<file path="src/mips_regfile.sv">
`timescale 1ns/1ps

module mips_regfile (
	input  logic        clk,
	input  logic        rst_n,
	input  logic        we,
	input  logic [4:0]  wr_addr,
	input  logic [31:0] wr_data,
	input  logic [4:0]  rs_addr,
	input  logic [4:0]  rt_addr,
	output logic [31:0] rs_data,
	output logic [31:0] rt_data
);

	logic [31:0] regs [32];

	// All entries clear in the single reset cycle
	always_ff @(posedge clk) begin
		if (!rst_n) begin
			for (int i = 0; i < 32; i++)
				regs[i] <= '0;
		end else if (we && (wr_addr != 5'd0)) begin
			regs[wr_addr] <= wr_data;
		end
	end

	// r0 reads as zero
	assign rs_data = (rs_addr == 5'd0) ? 32'd0 : regs[rs_addr];
	assign rt_data = (rt_addr == 5'd0) ? 32'd0 : regs[rt_addr];

endmodule

</file>
<file path="config.mk">
export PLATFORM = sky130hd
export DESIGN_NAME = mips_regfile
export DESIGN_NICKNAME = d
export VERILOG_FILES = /design/src/mips_regfile.sv
export SDC_FILE = /design/constraint.sdc
export NUM_CORES = 2
export LEC_CHECK = 0
export BUFFER_PORTS_ARGS = -buffer_cell sky130_fd_sc_hd__buf_2
export CAP_MARGIN = 20
export CORE_MARGIN = 3
export CORE_UTILIZATION = 25
export DETAILED_ROUTE_END_ITERATION = 10
export PLACE_DENSITY = 0.46
export SYNTH_ARGS = -nofsm -noshare
export SYNTH_HDL_FRONTEND = slang
export SYNTH_SLANG_ARGS = --single-unit
export TNS_END_PERCENT = 30
</file>
<file path="constraint.sdc">
create_clock -name clk -period 5.76 [get_ports clk]
set_clock_uncertainty 0.15 [all_clocks]
set_input_delay 0.288 -clock clk [delete_from_list [all_inputs] [get_ports clk]]
set_output_delay 0.288 -clock clk [all_outputs]
set_load 0.01 [all_outputs]
</file>
Yosys cells after proc, flatten, opt, wreduce, memory -nomap -nowiden:

Memories as Yosys holds them, arrays and structs flattened.
Cells that the tools add are included.

* word-level logic and storage cells: 15
* bits in latches: 0
* input port bits: 50
* bits in writable memories: 1024
* output and inout bits: 64
* ROM bits: 0
* memories: 1
* register bits after elaboration: 0

* shift operators: 0
* magnitude comparators: 0
* bitwise logic cells: 0
* add/subtract/negate cells: 0
* eq/ne operators: 0
* divide/modulo/power cells: 0
* reduce and logical (&&, ||, !) cells: 5
* multipliers: 0
* multiplexer cells: 9

Memory list
* regs: words 32, bits a word 32, rd ports 2, clocked after Yosys merged registers in 0, wr ports 32, line 15 `logic [31:0] regs [32];`

Operators by type and width (count)
* 32-bit two-way mux: 3
* 32-bit OR reduction: 1
* 5-bit zero test: 2
* 1-bit two-way mux: 5
* 5-bit two-way mux: 1
* 5-bit nonzero test: 1
* 1-bit logical AND: 1

Depth between registers and ports, before layout:

* depth in word-level cells: 7
* depth in mapped cells: 9
* gate-level depth less buffers: 4

Worst setup path before layout:

No wires, ideal clock.

* kind: input to register
* start: input rst_n
* end: memory regs[24][0], enable pin
* path buffers: 2
* stages on the path: 5
* data arrival time: 3.358 ns
* library setup time: 0.466 ns
* slack: 1.786 ns
* required time: 5.144 ns
* path through: buf_2 -> nand2_1 -> or3_1 -> clkbuf_1 -> o21ai_0

RTL lines
* start, declared: line 5 `input logic rst_n,`
* end, declared: line 15

Worst setup path in the final report:

* start: input rt_addr[3]
* end: output rt_data[5]

* longest elaborated chain between the ends: 2
* elaborated cells between the ends (all ways): 3
* classes of those cells: mux: 1; reduce/logical: 1; memory: 1

RTL lines
* start, declared: line 10 `input logic [4:0] rt_addr,`
* memory read 32 x 32 bit / 5-bit zero test (equally long branches)
* 32-bit two-way mux *: line 29 `assign rt_data = (rt_addr == 5'd0) ? 32'd0 : regs[rt_addr];`
* end, declared: line 12 `output logic [31:0] rt_data`

Mark *: on every way between the ends. The rest lies on a longest branch, timed or not.

==> results.txt <==
The run finished with clean final reports. The antenna violation net count after detailed routing is 0. The routed via count came out at 32800. STA classifies the critical path startpoint as an input pin.

Data arrives at the worst endpoint at 3.48 ns. Synthesis produced a netlist whose cell count is 3509. The post-place instance area came out at 0.0585 mm^2. The power per cell area came out at 295 mW/mm^2. In this run the worst path has a maximum fanout of 24. The number of global-route vias before repair came out at 33500. The post-route core utilization is 28.9%. The number of hold buffers added after CTS was 0.

The placed cell count is roughly 6200. The vertical extent of the die came out at 472 um. The initial antenna violation count is 27.

The number of gates given a new drive strength after cts is 0. The count of final hold-check violations came out at 0. The biggest area contributor in the post-synthesis netlist is sky130_fd_sc_hd__edfxtp_1.

The worst hold path begins at wr_data[5]. The placer's final routability congestion estimate is ~0.81. More flip-flops sit in one register than any other, and that register is regs. The flip-flop count of the largest register after layout came out at 1024. The top achievable clock speed is 0.255 GHz. The number of remaining DRC errors came out at 0. For hold timing, the worst endpoint is regs[2][5]$_SDFFCE_PN0P_.

The number of distinct library cell variants in the gate-level netlist after synthesis is 41. After clock tree synthesis, the clock-pin slew on the worst setup and hold paths is 0.06 ns. The library cells used most frequently in the layout, excluding fill and tap cells, are sky130_fd_sc_hd__edfxtp_1 (1024), sky130_fd_sc_hd__and2_1 (995), sky130_fd_sc_hd__mux4_2 (470).

Across the run, the number of max-cap violations was 0. The synthesized area per cell came out at 15.4 um^2. The cell sitting at the root of the clock tree is a sky130_fd_sc_hd__clkbuf_16. The critical path starts at rt_addr[3]. The top cell type's share of synthesized area came out at 56.7%.

The total of warnings raised by yosys is 0. The row count came out at 170. Of the available clock period, the critical path in the final layout requires 68.0%. The post-synthesis instance area came out at 0.0542 mm^2. STA classifies the critical path endpoint as an output pin. The first-pass GRT wire length is 278000 um.

The total of flip-flops plus latches after synthesis is 1024. The number of flops mapped to enable cells by yosys is 1024. Counting along the longest clock path gives a buffer depth of 3. The average via count per standard cell came out at 5.08.

The number of H-tree levels came out at 3. The worst path needs slightly below 4 ns of the cycle, external delays included. Setup repair after global routing left no endpoint under its margin. The final setup TNS came out at 0 ns. The number of I/O port buffers came out at 113. The floorplan die area is 0.222 mm^2. The most used flip-flop cell after synthesis is sky130_fd_sc_hd__edfxtp_1. For this run, the register share of the synthesized area comes to 56.7%. In the final layout, the registers with the most flip-flops are regs x1024. The setup path with the least slack is of type input pin to output pin. The total grt overflow came out at 0. The number of sinks driven by the clock tree is 1024. From synthesis to final layout, the design area changed by 14.7%. The overall routing resource usage came out at 17.6%. The CTS tree is yes. The die is about 470 um wide. The count of pins over their slew limit came out at 0. The number of endpoints failing setup at the final stage is 0. Power comes to 18.3 mW. The detailed-routing iteration count for the pre-antenna-repair pass came out at 5. The layout filler cell count is 21300. The slew of the pin with the lowest slew margin is 1.13 ns. Counting instances, the worst hold path has a depth of 2. The final wirelength is 200000 um. The buffer count from post-CTS setup fixing came out at 0. The most common library cell in the layout ignoring fill and taps is sky130_fd_sc_hd__edfxtp_1. The initial core utilization is roughly a quarter.

The final instance count without filler cells is about 6500. The post-route standard cell area excluding fillers came out at 0.0621 mm^2. The kind of path behind the tightest hold check is input pin to register. IR analysis of the VDD net gives a maximum drop of 243 uV. Ranked by total cell area, the synthesized netlist is headed by sky130_fd_sc_hd__edfxtp_1 (57%), sky130_fd_sc_hd__mux4_2 (20%), sky130_fd_sc_hd__and2_1 (11%). After floorplanning, the core was sized to cover 0.215 mm^2. The total area of multi-input combinational cells is 0.0224 mm^2.

The number of DRC violations after detailed-routing iteration 0 came out at 3092. In this run the static leakage power is between 20 and 25 nW. The number of I/O pins came out at roughly 110.

The CTS buffer count came out at 115. The required time at the endpoint of the critical path came out at about 5.3 ns. The average detailed-routed wire length per instance came out at 30.9 um. The headroom to the max-slew limit is about a quarter. The share of synthesized flip-flops with an asynchronous set or reset is 0%.

The sequential cell area in the final layout came out at roughly 0.03 mm^2. The net count of the finished layout is approximately 3600. The fraction of final layout cells with drive strength greater than 1 came out at 27.0%. The HPWL reported at the end of detailed placement is 127000 um. The pin count of the biggest net entering global routing came out at 87.
[synth_stat cells (2+ instances only)]
cell and number:
sky130_fd_sc_hd__a211oi_1 34, sky130_fd_sc_hd__nand4b_1 2, sky130_fd_sc_hd__nor2_1 36, sky130_fd_sc_hd__nor4_1 8
sky130_fd_sc_hd__or2_2 2, sky130_fd_sc_hd__edfxtp_1 1024, sky130_fd_sc_hd__nor2b_1 15, sky130_fd_sc_hd__mux2_2 30
sky130_fd_sc_hd__nand2b_1 6, sky130_fd_sc_hd__nand3_1 5, sky130_fd_sc_hd__buf_1 8, sky130_fd_sc_hd__a2111oi_0 17
sky130_fd_sc_hd__inv_1 2, sky130_fd_sc_hd__mux4_2 470, sky130_fd_sc_hd__or3b_2 3, sky130_fd_sc_hd__o211a_1 2
sky130_fd_sc_hd__buf_4 37, sky130_fd_sc_hd__a21oi_1 10, sky130_fd_sc_hd__a22oi_1 18, sky130_fd_sc_hd__nor3_1 54
sky130_fd_sc_hd__nand3b_1 5, sky130_fd_sc_hd__buf_2 49, sky130_fd_sc_hd__and2_1 996, sky130_fd_sc_hd__a221oi_1 3
sky130_fd_sc_hd__a32o_1 4, sky130_fd_sc_hd__and3_1 2, sky130_fd_sc_hd__a22o_1 51, sky130_fd_sc_hd__nand2_1 9
sky130_fd_sc_hd__o221ai_1 27, sky130_fd_sc_hd__o21ai_0 33, sky130_fd_sc_hd__buf_6 19, sky130_fd_sc_hd__clkbuf_1 275
sky130_fd_sc_hd__o22ai_1 79, sky130_fd_sc_hd__a2111oi_1 12, sky130_fd_sc_hd__mux2i_1 154, sky130_fd_sc_hd__or3_1 3
[per-layer routing]
layer / track usage, % / share of wire, % / wire [um]
met1: 23.3 / 42 / 83700
met5: 0 / 0 / 0
met4: 5.58 / 3.4 / 6770
met2: 29.7 / 49 / 97800
met3: 2.66 / 5.7 / 11400
[logic make-up (layout without fill, tap and decap cells)]
kind of cell           after synthesis  count (layout)  synth area share, %
other                                1              45              0.00692
and+or+nand+nor                   1149            1149                 13.0
AOI/OAI and AO/OA                  291             291                 3.96
buffers and inverters              390             456                 3.33
DFF                               1024            1024                 56.7
muxes                              654             654                 23.0
[cell type report]
class                   instances  area share (%)
diodes                         13          0.0523
flip-flops and latches       1024            49.5
multi-input cells            2126            36.0
well taps                    2838            5.71
inverters                       2          0.0121
repair buffers                240            2.94
clock inverters                73           0.916
clock buffers                 141            4.86
[worst max path at each step]
stage | slack [ns] | to | cells after the start
4_1_cts | 1.74 | rt_data[13] | 10
3_5_place_dp | 1.74 | rt_data[13] | 10
3_3_place_gp | 1.79 | rt_data[13] | 10
5_1_grt | 1.77 | rt_data[5] | 7
2_1_floorplan | 1.79 | regs[24][0]$_SDFFCE_PN0P_ | 5
6_report | 1.84 | rt_data[5] | 7
[report_power, final]
group	total [mW]	internal (mW)	leakage, nW	switching (mW)
sequential	8.84	8.61	9.75	0.225
clock	7.25	4.06	1.76	3.19
combinational	2.23	0.893	9.13	1.34
[stage by stage]
step / hold slack [ns] / setup slack, ns
after global placement: 0.821 / 1.79
after CTS: 0.0107 / 1.74
after floorplan: 0.336 / 1.79
after global routing: 0.0392 / 1.77
after detailed placement: 0.816 / 1.74
final: 0.0586 / 1.84
[worst max-delay path: stages]
cell                        delay, ns
sky130_fd_sc_hd__buf_2           0.57
sky130_fd_sc_hd__and2_4          0.57
sky130_fd_sc_hd__buf_4           0.60
sky130_fd_sc_hd__a22o_1          0.27
sky130_fd_sc_hd__a2111oi_0       0.09
sky130_fd_sc_hd__nor3_1          0.75
sky130_fd_sc_hd__buf_2           0.26
Power figures use the tool's default switching activity.
