`src/mips_pkg.sv`:
```
package mips_pkg;

	////////////////////////////////////////////////////////////
	// Instruction fields
	////////////////////////////////////////////////////////////

	// Primary opcode in instr[31:26]
	typedef enum logic [5:0] {
		OP_SPECIAL = 6'h00,
		OP_J       = 6'h02,
		OP_JAL     = 6'h03,
		OP_BEQ     = 6'h04,
		OP_ADDI    = 6'h08,
		OP_ADDIU   = 6'h09,
		OP_SLTI    = 6'h0a,
		OP_SLTIU   = 6'h0b,
		OP_ANDI    = 6'h0c,
		OP_ORI     = 6'h0d,
		OP_XORI    = 6'h0e,
		OP_LUI     = 6'h0f,
		OP_LW      = 6'h23,
		OP_SW      = 6'h2b
	} opcode_e;

	// SPECIAL function field in instr[5:0]
	typedef enum logic [5:0] {
		F_SLL  = 6'h00,
		F_SRL  = 6'h02,
		F_SRA  = 6'h03,
		F_SLLV = 6'h04,
		F_SRLV = 6'h06,
		F_SRAV = 6'h07,
		F_JR   = 6'h08,
		F_ADD  = 6'h20,
		F_ADDU = 6'h21,
		F_SUB  = 6'h22,
		F_SUBU = 6'h23,
		F_AND  = 6'h24,
		F_OR   = 6'h25,
		F_XOR  = 6'h26,
		F_NOR  = 6'h27,
		F_SLT  = 6'h2a,
		F_SLTU = 6'h2b
	} funct_e;

	////////////////////////////////////////////////////////////
	// Control encodings
	////////////////////////////////////////////////////////////

	typedef enum logic [3:0] {
		ALU_AND  = 4'd0,
		ALU_OR   = 4'd1,
		ALU_ADD  = 4'd2,
		ALU_SUB  = 4'd3,
		ALU_LUI  = 4'd4,
		ALU_SLL  = 4'd5,
		ALU_SRL  = 4'd6,
		ALU_SRA  = 4'd7,
		ALU_XOR  = 4'd8,
		ALU_NOR  = 4'd9,
		ALU_SLT  = 4'd10,
		ALU_SLTU = 4'd11
	} alu_op_e;

	typedef enum logic [1:0] {PC_SEQ, PC_BRANCH, PC_JUMP, PC_REG} pc_sel_e;
	typedef enum logic [1:0] {WB_ALU, WB_MEM, WB_LINK} wb_sel_e;
	typedef enum logic [1:0] {SRCB_RT, SRCB_ZEXT, SRCB_SEXT} srcb_sel_e;

	typedef struct packed {
		pc_sel_e   pc_sel;
		wb_sel_e   wb_sel;
		alu_op_e   alu_op;
		srcb_sel_e srcb_sel;
		logic      srca_shamt;
		logic      mem_we;
		logic      reg_we;
		logic      link;
		logic      wr_rt;
	} ctrl_t;

	// One record per executed instruction
	typedef struct packed {
		logic        valid;
		logic [31:0] pc;
		logic [31:0] instr;
		logic        reg_we;
		logic [4:0]  wr_reg;
		logic [31:0] wr_data;
		logic        mem_we;
		logic [31:0] mem_addr;
		logic [31:0] mem_data;
	} retire_t;

endpackage

```
`src/mips_controller.sv`:
```
`timescale 1ns/1ps

module mips_controller (
	input  logic [31:0]     instr,
	input  logic            eq,
	output mips_pkg::ctrl_t ctrl
);
	import mips_pkg::*;

	opcode_e op;
	funct_e  fn;
	logic    special;

	assign op = opcode_e'(instr[31:26]);
	assign fn = funct_e'(instr[5:0]);
	assign special = (op == OP_SPECIAL);

	////////////////////////////////////////////////////////////
	// One-hot instruction classes
	////////////////////////////////////////////////////////////

	logic c_addu, c_subu, c_add, c_sub;
	logic c_and, c_or, c_xor, c_nor;
	logic c_slt, c_sltu, c_jr;
	logic c_sll, c_srl, c_sra, c_sllv, c_srlv, c_srav;
	logic c_addi, c_addiu, c_andi, c_ori, c_xori, c_lui;
	logic c_slti, c_sltiu, c_lw, c_sw, c_beq, c_j, c_jal;
	logic r_write;
	logic i_write;

	assign c_addu = special && (fn == F_ADDU);
	assign c_subu = special && (fn == F_SUBU);
	assign c_add  = special && (fn == F_ADD);
	assign c_sub  = special && (fn == F_SUB);
	assign c_and  = special && (fn == F_AND);
	assign c_or   = special && (fn == F_OR);
	assign c_xor  = special && (fn == F_XOR);
	assign c_nor  = special && (fn == F_NOR);
	assign c_slt  = special && (fn == F_SLT);
	assign c_sltu = special && (fn == F_SLTU);
	assign c_sll  = special && (fn == F_SLL);
	assign c_srl  = special && (fn == F_SRL);
	assign c_sra  = special && (fn == F_SRA);
	assign c_sllv = special && (fn == F_SLLV);
	assign c_srlv = special && (fn == F_SRLV);
	assign c_srav = special && (fn == F_SRAV);
	assign c_jr   = special && (fn == F_JR);

	assign c_addi  = (op == OP_ADDI);
	assign c_addiu = (op == OP_ADDIU);
	assign c_andi  = (op == OP_ANDI);
	assign c_ori   = (op == OP_ORI);
	assign c_xori  = (op == OP_XORI);
	assign c_lui   = (op == OP_LUI);
	assign c_slti  = (op == OP_SLTI);
	assign c_sltiu = (op == OP_SLTIU);
	assign c_lw    = (op == OP_LW);
	assign c_sw    = (op == OP_SW);
	assign c_beq   = (op == OP_BEQ);
	assign c_j     = (op == OP_J);
	assign c_jal   = (op == OP_JAL);

	// R-type writers go to rd, I-type writers go to rt
	assign r_write = c_addu | c_subu | c_add | c_sub | c_and | c_or | c_xor | c_nor |
		c_slt | c_sltu | c_sll | c_srl | c_sra | c_sllv | c_srlv | c_srav;
	assign i_write = c_addi | c_addiu | c_andi | c_ori | c_xori | c_lui |
		c_slti | c_sltiu | c_lw;

	////////////////////////////////////////////////////////////
	// Control fields
	////////////////////////////////////////////////////////////

	always_comb begin
		ctrl.pc_sel = c_jr ? PC_REG :
			(c_j || c_jal) ? PC_JUMP :
			(c_beq && eq) ? PC_BRANCH : PC_SEQ;

		ctrl.wb_sel = c_jal ? WB_LINK :
			c_lw ? WB_MEM : WB_ALU;

		// First matching class wins
		ctrl.alu_op = (c_sltu || c_sltiu) ? ALU_SLTU :
			(c_slt || c_slti) ? ALU_SLT :
			c_nor ? ALU_NOR :
			(c_xor || c_xori) ? ALU_XOR :
			(c_sra || c_srav) ? ALU_SRA :
			(c_srl || c_srlv) ? ALU_SRL :
			(c_sll || c_sllv) ? ALU_SLL :
			c_lui ? ALU_LUI :
			(c_subu || c_sub) ? ALU_SUB :
			(c_addu || c_add || c_addi || c_addiu || c_lw || c_sw) ? ALU_ADD :
			(c_or || c_ori) ? ALU_OR : ALU_AND;

		ctrl.srcb_sel = (c_lw || c_sw || c_addi || c_addiu || c_slti || c_sltiu) ? SRCB_SEXT :
			(c_ori || c_lui || c_andi || c_xori) ? SRCB_ZEXT : SRCB_RT;

		// Fixed shifts take the amount from shamt
		ctrl.srca_shamt = c_sll | c_srl | c_sra;
		ctrl.mem_we     = c_sw;
		ctrl.reg_we     = r_write | i_write | c_jal;
		ctrl.link       = c_jal;
		ctrl.wr_rt      = i_write;
	end

endmodule

```
`config.mk`:
```
export PLATFORM = sky130hd
export DESIGN_NAME = mips_controller
export DESIGN_NICKNAME = d
export VERILOG_FILES = /design/src/mips_pkg.sv /design/src/mips_controller.sv
export SDC_FILE = /design/constraint.sdc
export NUM_CORES = 1
export LEC_CHECK = 0
export ABC_AREA = 1
export BUFFER_PORTS_ARGS = -buffer_cell sky130_fd_sc_hd__buf_2
export CORE_UTILIZATION = 36
export DETAILED_ROUTE_END_ITERATION = 10
export MAX_ROUTING_LAYER = met4
export PLACE_DENSITY = 0.79
export SLEW_MARGIN = 10
export SYNTH_ARGS = -nofsm -noshare
export SYNTH_HDL_FRONTEND = slang
export SYNTH_SLANG_ARGS = --single-unit
```
`constraint.sdc`:
```
create_clock -name vclk -period 0.9
set_input_delay 0.135 -clock vclk [all_inputs]
set_output_delay 0.135 -clock vclk [all_outputs]
set_load 0.02 [all_outputs]
```
After elaboration in Yosys (flattened, before gate mapping)

Cells that the tools add are included.

Add/sub/neg operators: 0
Multipliers: 0
Divide/modulo/power cells: 0
Magnitude comparators: 0
Equal/unequal tests: 29
Shifts and indexed selects: 0
Multiplexer cells: 18
Bitwise gates (word level): 27
Reduce and logical (&&, ||, !) cells: 42

Operator list:

| kind                                                | number |
|---|---|
| equality test 6 bit, second input constant          | 12 |
| equality test 6 x 4 -> 1 bit, second input constant | 9 |
| bitwise OR 1 bit                                    | 27 |
| equality test 6 x 2 -> 1 bit, second input constant | 4 |
| equality test 6 x 3 -> 1 bit, second input constant | 4 |
| logical OR 1 bit                                    | 22 |
| logical AND 1 bit                                   | 18 |
| two-way mux 4 bit                                   | 4 |
| logical NOT 6 bit                                   | 2 |
| two-way mux 2 bit                                   | 6 |
| two-way mux 3 bit                                   | 4 |
| two-way mux 1 bit                                   | 4 |

Bits in registers: 0
Latch bits: 0
Memory bits (writable): 0
ROM bits: 0
Bits of input ports: 33
Memories: 0

Longest topological paths before layout

Gate-level depths: netlist (run 1).

Depth after elaboration: 19
Gate-level depth with buffers: 8

Worst setup path before layout (run 1)

Ideal clock, no wire load.

Kind: input to output
Start point: input port instr[31]
End point: output port ctrl[7] (netlist bit)
Arrival: 953 ps
Data required time: 765 ps
Path slack: -188 ps
Cell stages on the path: 7
Path buffers: 0
Cells stage by stage: nor2_8 -> nand3_1 -> inv_1 -> nand3_1 -> o21ai_1 -> nor2_1 -> nand4_1

RTL lines:

| item            | line                 | RTL |
|---|---|---|
| start, declared | mips_controller.sv:4 | `input logic [31:0] instr,` |
| end, declared   | mips_controller.sv:6 | `output mips_pkg::ctrl_t ctrl` |

==> results.json, run 1 <==
{
  "core_area_um2": 1350,
  "drc": 0,
  "drt_iter0_drc": 10,
  "crit_fanout": 6,
  "p_switching_uw": 191,
  "ys_types": 23,
  "multi_input_area_um2": 519,
  "die_w_um": 40.6,
  "gr-usage-all-layers": 0.242,
  "drv_cap": 0,
  "grt_pass1_wl_mm": 2.72,
  "critPathKind": "in2out",
  "dieArea_um2": 1650,
  "syn_to_final_growth_pct": 109,
  "yosys_warnings": 0,
  "finalPower_uw": 371,
  "grt_pass1_vias": 703,
  "via_per_inst": 5.01,
  "wl_mm": 1.95,
  "syn_area_um2": 537,
  "internal_power_uw": 180,
  "row_count": 13,
  "final_common_cell": "buf_4",
  "die_h_um": 40.6,
  "detail_route.wl_per_cell_um": 11.7,
  "ant_nets": 0,
  "drive_gt1_frac": 0.609,
  "p_sw_frac": 0.515,
  "failed_checks": "negative setup slack",
  "p_leak_nw": 0.605,
  "place.gp.congestion": 0.947,
  "max_freq_mhz": 782,
  "rsz0062_at_grt": "true",
  "hold_viol": 0,
  "seq_cells": 0,
  "worst_slack_ns": -0.379,
  "nFillCells": 85,
  "final_cell_mix": "buf_4, buf_6, inv_1",
  "seq_area_um2": 0,
  "synth_cells": 99,
  "final_util": 0.831,
  "layout_min_cycle_time_ns": 1.28,
  "seq_power_share": 0,
  "worst_pin_slew_ns": 0.282,
  "vias": 831,
  "grt_max_degree": 7,
  "nNetsFinal": 186,
  "synth_nets": 132,
  "critPathCaptureType": "primary output",
  "hold_path.class": "in2out",
  "drv_slew": 0,
  "finalSetupViolCount": 15,
  "detailed_place_hpwl_mm": 1.41,
  "grt_overflow": 0,
  "relSlewSlack": 0.810,
  "initial_core_util": 0.398,
  "nClkBuffers": 0,
  "portBuffers": 28,
  "syn_avg_cell_area_um2": 5.42,
  "first_pass_iters": 4,
  "peakVddDrop_v": 0.000240,
  "critPathLaunchType": "primary input",
  "combinationalPowerShare": 1.000,
  "cp.required_ns": 0.76,
  "seq_area_frac_synth": 0,
  "power_density_nw_per_um2": 330,
  "n_antenna_cell": 0,
  "io_pins": 48,
  "grt_antenna_before_repair": 0,
  "fin_crit_sh": 1.42,
  "cts_hold_buf": 0,
  "status": "finished, violations left",
  "crit_arrival_ns": 1.14,
  "clockPowerShare": 0
}
-- Yosys cell counts, drive strengths merged --
library cell	number	area (µm²)
nor2	22	141
inv	21	78.8
nand2	18	70.1
nand3	16	103
buf	4	30.0
nand4	4	25.0
o21ai	4	20.0
o211ai	3	27.5
a21oi	1	5.00
a31oi	1	6.26
clkinv	1	5.00
nand3b	1	7.51
nor2b	1	6.26
nor3	1	5.00
nor4	1	6.26
-- cells by family (layout without fill, tap and decap cells) --
family | after synthesis | after routing | synth area share
AOI/OAI and AO/OA | 9 | 9 | 0.110
buffers and inverters | 26 | 78 | 0.212
and+or+nand+nor | 64 | 64 | 0.678
-- per-stage QoR --
stage                     instances  TNS, ns  hold slack [ns]  setup WS [ns]  instance area, µm²
after floorplan                  99   -0.474            0.418         -0.134                 561
after global placement          162    -3.87            0.645         -0.404                 870
after detailed placement        162    -4.16            0.638         -0.428                 870
after CTS                       164    -3.17            0.630         -0.383                1070
after global routing            166    -4.39            0.651         -0.463                1120
final                           166    -3.49            0.636         -0.379                1120
-- routing by layer --
layer | vias to the layer above | global-route usage | wire (µm)
li1 | 422 | - | -
met1 | 377 | 0.231 | 718
met2 | 28 | 0.516 | 1110
met3 | 4 | 0.0109 | 83
met4 | 0 | 0.0500 | 39
met5 | - | - | 0
-- layout make-up --
class	count	area share
inverters	22	0.0825
multi-input cells	73	0.463
well taps	15	0.0167
repair buffers	56	0.438
-- what timing repair did --
item,CTS,global route
endpoints found under the hold margin,0,0
endpoints found under the setup margin,15,15
resized for setup,57,11
pin swaps,12,9
buffers inserted,2,2
-- path summary, 6_finish.rpt --
| kind | start | slack, ns | endpoint | cells past startpoint |
|---|---|---|---|---|
| setup / recovery | instr[30] | -0.38 | ctrl[10] | 9 |
| hold / removal | eq | 0.64 | ctrl[13] | 4 |
-- power groups by stage --
stage	Clock, mW	Sequential (mW)	Combinational (mW)
after CTS	0	0	0.344
after detailed placement	0	0	0.279
after floorplan	0	0	0.130
after global placement	0	0	0.272
final	0	0	0.371
after global routing	0	0	0.397
-- worst max-delay path, stage by stage --
cell and delay [ns]:
buf_8 0.11, nor2_8 0.14, nand3_1 0.17, inv_2 0.11, nand2_1 0.06, o21ai_1 0.16
nor2b_4 0.07, nand3_2 0.08, buf_6 0.11
Power figures use the tool's default switching activity.
==> run 2: changes to the inputs <==
--- a/config.mk
+++ b/config.mk
@@ -11,6 +11,7 @@
 export DETAILED_ROUTE_END_ITERATION = 10
 export MAX_ROUTING_LAYER = met4
 export PLACE_DENSITY = 0.79
+export SKIP_LAST_GASP = 1
 export SLEW_MARGIN = 10
 export SYNTH_ARGS = -nofsm -noshare
 export SYNTH_HDL_FRONTEND = slang
==> run 2 against run 1 <==
Effect of this change: the run still ends with negative setup slack left; combinational power up 2%; utilization shrank 0.37 points; die area did not move.
==> results.json, run 2 (same netlist as run 1, synthesis figures left out) <==
{
  "status": "finished, violations left",
  "failed_checks": "negative setup slack",
  "nNetsFinal": 185,
  "hold_viol": 0,
  "max_stage_delay_ns": 0.26,
  "syn_to_final_growth_pct": 108,
  "power_density_nw_per_um2": 340,
  "critPathCaptureType": "primary output",
  "layout_min_cycle_time_ns": 1.33,
  "drt_iter0_drc": 14,
  "crit_arrival_ns": 1.19,
  "grt_pass1_vias": 680,
  "nFillCells": 88,
  "final_common_cell": "buf_4",
  "cp.required_ns": 0.76,
  "first_pass_iters": 4,
  "max_freq_mhz": 753,
  "crit_fanout": 6,
  "n_antenna_cell": 0,
  "dieArea_um2": 1650,
  "drv_slew": 0,
  "finalPower_uw": 380,
  "drive_gt1_frac": 0.620,
  "dp_cells": 162,
  "grt_max_degree": 7,
  "drv_cap": 0,
  "portBuffers": 28,
  "ant_nets": 0,
  "cp-startpoint": "instr[2]",
  "peakVddDrop_v": 0.000236,
  "seq_cells": 0,
  "whs_ns": 0.644,
  "via_per_inst": 5.16,
  "nClkBuffers": 0,
  "drc": 0,
  "place.gp.congestion": 0.947,
  "grt_overflow": 0,
  "row_count": 13,
  "die_w_um": 40.6,
  "grt_antenna_before_repair": 0,
  "detail_route.wl_per_cell_um": 12.8,
  "initial_core_util": 0.398,
  "fin_crit_sh": 1.47,
  "post_dp_cell_area_um2": 870,
  "worst_slack_ns": -0.427,
  "hold_path.class": "in2out",
  "wl_mm": 2.11,
  "p_leak_nw": 0.600,
  "finalInstanceArea_um2": 1120,
  "die_h_um": 40.6,
  "final_cells": 165,
  "worst_pin_slew_ns": 0.286,
  "gr-usage-all-layers": 0.238,
  "critical_path.endpoint": "ctrl[10]",
  "cts_hold_buf": 0,
  "final_cell_mix": "buf_4, buf_6, nand2_1",
  "detailed_place_hpwl_mm": 1.41,
  "critPathLaunchType": "primary input",
  "vias": 851,
  "crit_chain": "buf_2 -> inv_1 -> nor2_2 -> nand3_1 -> o21ai_1 -> nor2b_4 -> nand3_2 -> buf_6",
  "seq_area_um2": 0,
  "finalSetupViolCount": 15,
  "relSlewSlack": 0.808,
  "grt_pass1_wl_mm": 2.68,
  "io_pins": 48,
  "critPathKind": "in2out",
  "core_area_um2": 1350,
  "cp_slowest_cell": "o21ai_1",
  "rsz0062_at_grt": "true"
}
[run 2: cell count changes in the layout (fill, tap and decap cells not counted), moves of 2 or more]
cell | previous run | this run
inv_1 | 14 | 12
nand2_2 | 6 | 4
inv_2 | 5 | 7
buf_4 | 31 | 28
buf_6 | 15 | 17
[run 2: cell type report]
| type | instances | area [µm²] | area share |
|---|---|---|---|
| inverter | 22 | 92.6 | 0.0829 |
| multi-input combinational | 73 | 524 | 0.469 |
| tap | 15 | 18.8 | 0.0168 |
| timing repair buffer | 55 | 482 | 0.431 |
[run 2: worst min-delay path by stage]
stage | startpoint | endpoint | slack (ns) | depth (start not counted)
after floorplan | instr[27] | ctrl[8] | 0.42 | 2
after global placement | eq | ctrl[13] | 0.65 | 4
after detailed placement | eq | ctrl[13] | 0.64 | 4
after CTS | instr[31] | ctrl[11] | 0.63 | 4
after global routing | instr[31] | ctrl[11] | 0.66 | 4
final | instr[31] | ctrl[11] | 0.64 | 4
[run 2: power by group]
part,total (mW),switching [mW],internal [mW]
Sequential,0,0,0
Clock,0,0,0
Combinational,0.380,0.199,0.181
[run 2: what timing repair did]
item	in CTS	in global routing
resized for setup	54	16
pin swaps	12	4
buffers inserted	2	1
endpoints found under the setup margin	15	15
[run 2: metrics by stage]
stage | util | setup TNS [ns] | worst slack (ns)
2_1_floorplan | - | -0.474 | -0.134
3_3_place_gp | 0.644 | -3.87 | -0.404
3_5_place_dp | 0.644 | -4.16 | -0.428
4_1_cts | 0.784 | -3.22 | -0.383
5_1_grt | 0.828 | -4.57 | -0.518
6_report | 0.828 | -3.80 | -0.427
[run 2: critical path: cells and delay by family]
kind / cells / cell delay, ns
simple gates: 4 / 0.48
compound gates: 1 / 0.26
buf+inv: 3 / 0.31
[run 2: layer usage]
layer	track usage	up-vias	wire, µm
li1	-	421	-
met3	0.0109	8	87
met1	0.231	390	746
met5	-	-	0
met4	0.0500	0	55
met2	0.504	32	1220
==> run 3: changes to the inputs <==
--- a/config.mk
+++ b/config.mk
@@ -5,12 +5,12 @@
 export SDC_FILE = /design/constraint.sdc
 export NUM_CORES = 1
 export LEC_CHECK = 0
-export ABC_AREA = 1
 export BUFFER_PORTS_ARGS = -buffer_cell sky130_fd_sc_hd__buf_2
-export CORE_UTILIZATION = 36
+export CAP_MARGIN = 20
+export CORE_AREA = 2 2 39 41
 export DETAILED_ROUTE_END_ITERATION = 10
-export MAX_ROUTING_LAYER = met4
-export PLACE_DENSITY = 0.79
+export DIE_AREA = 0 0 41 43
+export PLACE_DENSITY = 0.74
 export SKIP_LAST_GASP = 1
 export SLEW_MARGIN = 10
 export SYNTH_ARGS = -nofsm -noshare
==> run 3 against run 2 <==
Effect of this change: die area up 6.9%; first-iteration DRC count down 79%; sequential share of layout area unchanged; the flow still finishes with violations (negative setup slack); fmax down 6.5%; critical path depth down 2; power up 8.3%; count of clock-buffer cells in the layout unchanged; non-clock buffer count down 7; worst hold slack worse by 0.029 ns; global-route usage down 3.4 points; critical path type unchanged.
==> results.json, run 3 <==
{
  "status": "finished, violations left",
  "failed_checks": "negative setup slack",
  "yosysMostFrequentCell": "nor3_1",
  "synth_top_area_share": 0.0921,
  "core_area_um2": 1380,
  "cp.required_ns": 0.76,
  "yosys_warnings": 0,
  "clockPowerShare": 0,
  "power_density_nw_per_um2": 396,
  "die_h_um": 43,
  "grt_antenna_before_repair": 0,
  "grt_pass1_wl_mm": 2.57,
  "worst_pin_slew_ns": 0.337,
  "post-place-ws_ns": -0.588,
  "detailed_place_hpwl_mm": 1.17,
  "hold_viol": 0,
  "initial_core_util": 0.275,
  "synth_nets": 96,
  "synth_cells": 63,
  "seq_area_frac_synth": 0,
  "relSlewSlack": 0.773,
  "tns_ns": -4.49,
  "io_pins": 48,
  "p_switching_uw": 205,
  "crit_fanout": 2,
  "critPathKind": "in2out",
  "syn_to_final_growth_pct": 174,
  "p_leak_nw": 0.443,
  "internal_power_uw": 207,
  "use_met3": 0.00524,
  "grt_overflow": 0,
  "rsz0062_at_grt": "true",
  "row_count": 14,
  "via_per_inst": 5.43,
  "ys_types": 29,
  "ys_top_cells_by_count": "nor3_1, a21oi_1, nor2_1",
  "hold_path.class": "in2out",
  "seq_power_share": 0,
  "final_cells": 118,
  "met2_usage": 0.394,
  "dieArea_um2": 1760,
  "drc": 0,
  "critPathCaptureType": "primary output",
  "drive_gt1_frac": 0.765,
  "portBuffers": 28,
  "grt_max_degree": 11,
  "critPathLaunchType": "primary input",
  "final_cell_mix": "buf_4, buf_6, buf_2",
  "busiest_layer": "met2",
  "met1_usage": 0.225,
  "finalSetupViolCount": 14,
  "wl_mm": 1.70,
  "finalPower_uw": 412,
  "combinationalPowerShare": 1.000,
  "n_antenna_cell": 0,
  "seq_area_um2": 0,
  "seq_cells": 0,
  "peakVddDrop_v": 0.000296,
  "nFillCells": 90,
  "crit_arrival_ns": 1.29,
  "final_util": 0.752,
  "nNetsFinal": 137,
  "drv_cap": 0,
  "grt_pass1_vias": 630,
  "synthTopCellsByArea": "nor3_1, buf_4, a21oi_1, nand2b_1, nor2_1",
  "critical_path.endpoint": "ctrl[7]",
  "first_pass_iters": 4,
  "vias": 641,
  "die_w_um": 41,
  "syn_area_um2": 380,
  "fin_crit_sh": 1.58,
  "yosys.area.top_type": "nor3_1",
  "worst_slack_ns": -0.520,
  "cp-startpoint": "instr[28]",
  "syn_avg_cell_area_um2": 6.04,
  "gr-usage-all-layers": 0.204,
  "dp_cells": 115,
  "final_common_cell": "buf_4",
  "max_freq_mhz": 704,
  "ant_nets": 0,
  "detail_route.wl_per_cell_um": 14.4,
  "cts_hold_buf": 0,
  "p_sw_frac": 0.498,
  "place.gp.congestion": 0.746,
  "drt_iter0_drc": 3,
  "nClkBuffers": 0,
  "layout_min_cycle_time_ns": 1.42,
  "drv_slew": 0
}
==> run 3: changes by cell type after synthesis, moves of 5 or more <==
cell,before,now
nor2_1,12,5
nand2_1,17,4
nand3_1,13,3
nor3_1,1,7
nor2_2,5,0
inv_1,21,3
==> run 3: worst min-delay path by stage <==
stage | startpoint | to | slack (ns) | depth (start not counted)
floorplan | instr[31] | ctrl[10] | 0.32 | 1
global placement | instr[31] | ctrl[11] | 0.66 | 4
detailed placement | instr[31] | ctrl[11] | 0.66 | 4
CTS | instr[31] | ctrl[11] | 0.63 | 4
global route | instr[31] | ctrl[11] | 0.64 | 4
finish | instr[31] | ctrl[11] | 0.61 | 4
==> run 3: final cells by class <==
class              count  area (µm²)  share of cell area
inverters              3        11.3              0.0108
well taps             16        20.0              0.0192
repair buffers        48         434               0.417
multi-input cells     51         576               0.553
==> run 3: critical path, stage by stage <==
cell and delay, ns:
buf_8 0.10, xnor2_2 0.12, or4b_4 0.56, o21ai_4 0.10, a2bb2oi_4 0.15, buf_6 0.12
==> run 3: power groups by stage <==
stage / combinational, mW / sequential (mW) / clock, mW
CTS: 0.379 / 0 / 0
finish: 0.412 / 0 / 0
global placement: 0.299 / 0 / 0
detailed placement: 0.306 / 0 / 0
floorplan: 0.187 / 0 / 0
global route: 0.436 / 0 / 0
==> run 3: metal layers <==
layer	routed length [µm]	part of all wire
met1	598	0.35
met2	996	0.58
met3	67	0.039
met4	40	0.023
met5	0	0
==> run 3: logic make-up after synthesis <==
family	count (synthesis)	synth area share
AND/OR/NAND/NOR	31	0.451
AO/OA/AOI/OAI	17	0.312
buffers and inverters	12	0.164
XOR/XNOR	2	0.0461
multiplexers	1	0.0263
==> run 3: repair_timing <==
item                       in CTS  in global routing
gates resized for setup        50                 12
setup endpoints to repair      15                 15
buffers inserted                2                  1
pin swaps                       7                  6
==> run 3: per-stage QoR <==
step | area [µm²] | hold slack [ns]
CTS | 983 | 0.634
global placement | 774 | 0.662
detailed placement | 774 | 0.663
floorplan | 554 | 0.321
finish | 1040 | 0.615
global route | 1040 | 0.637
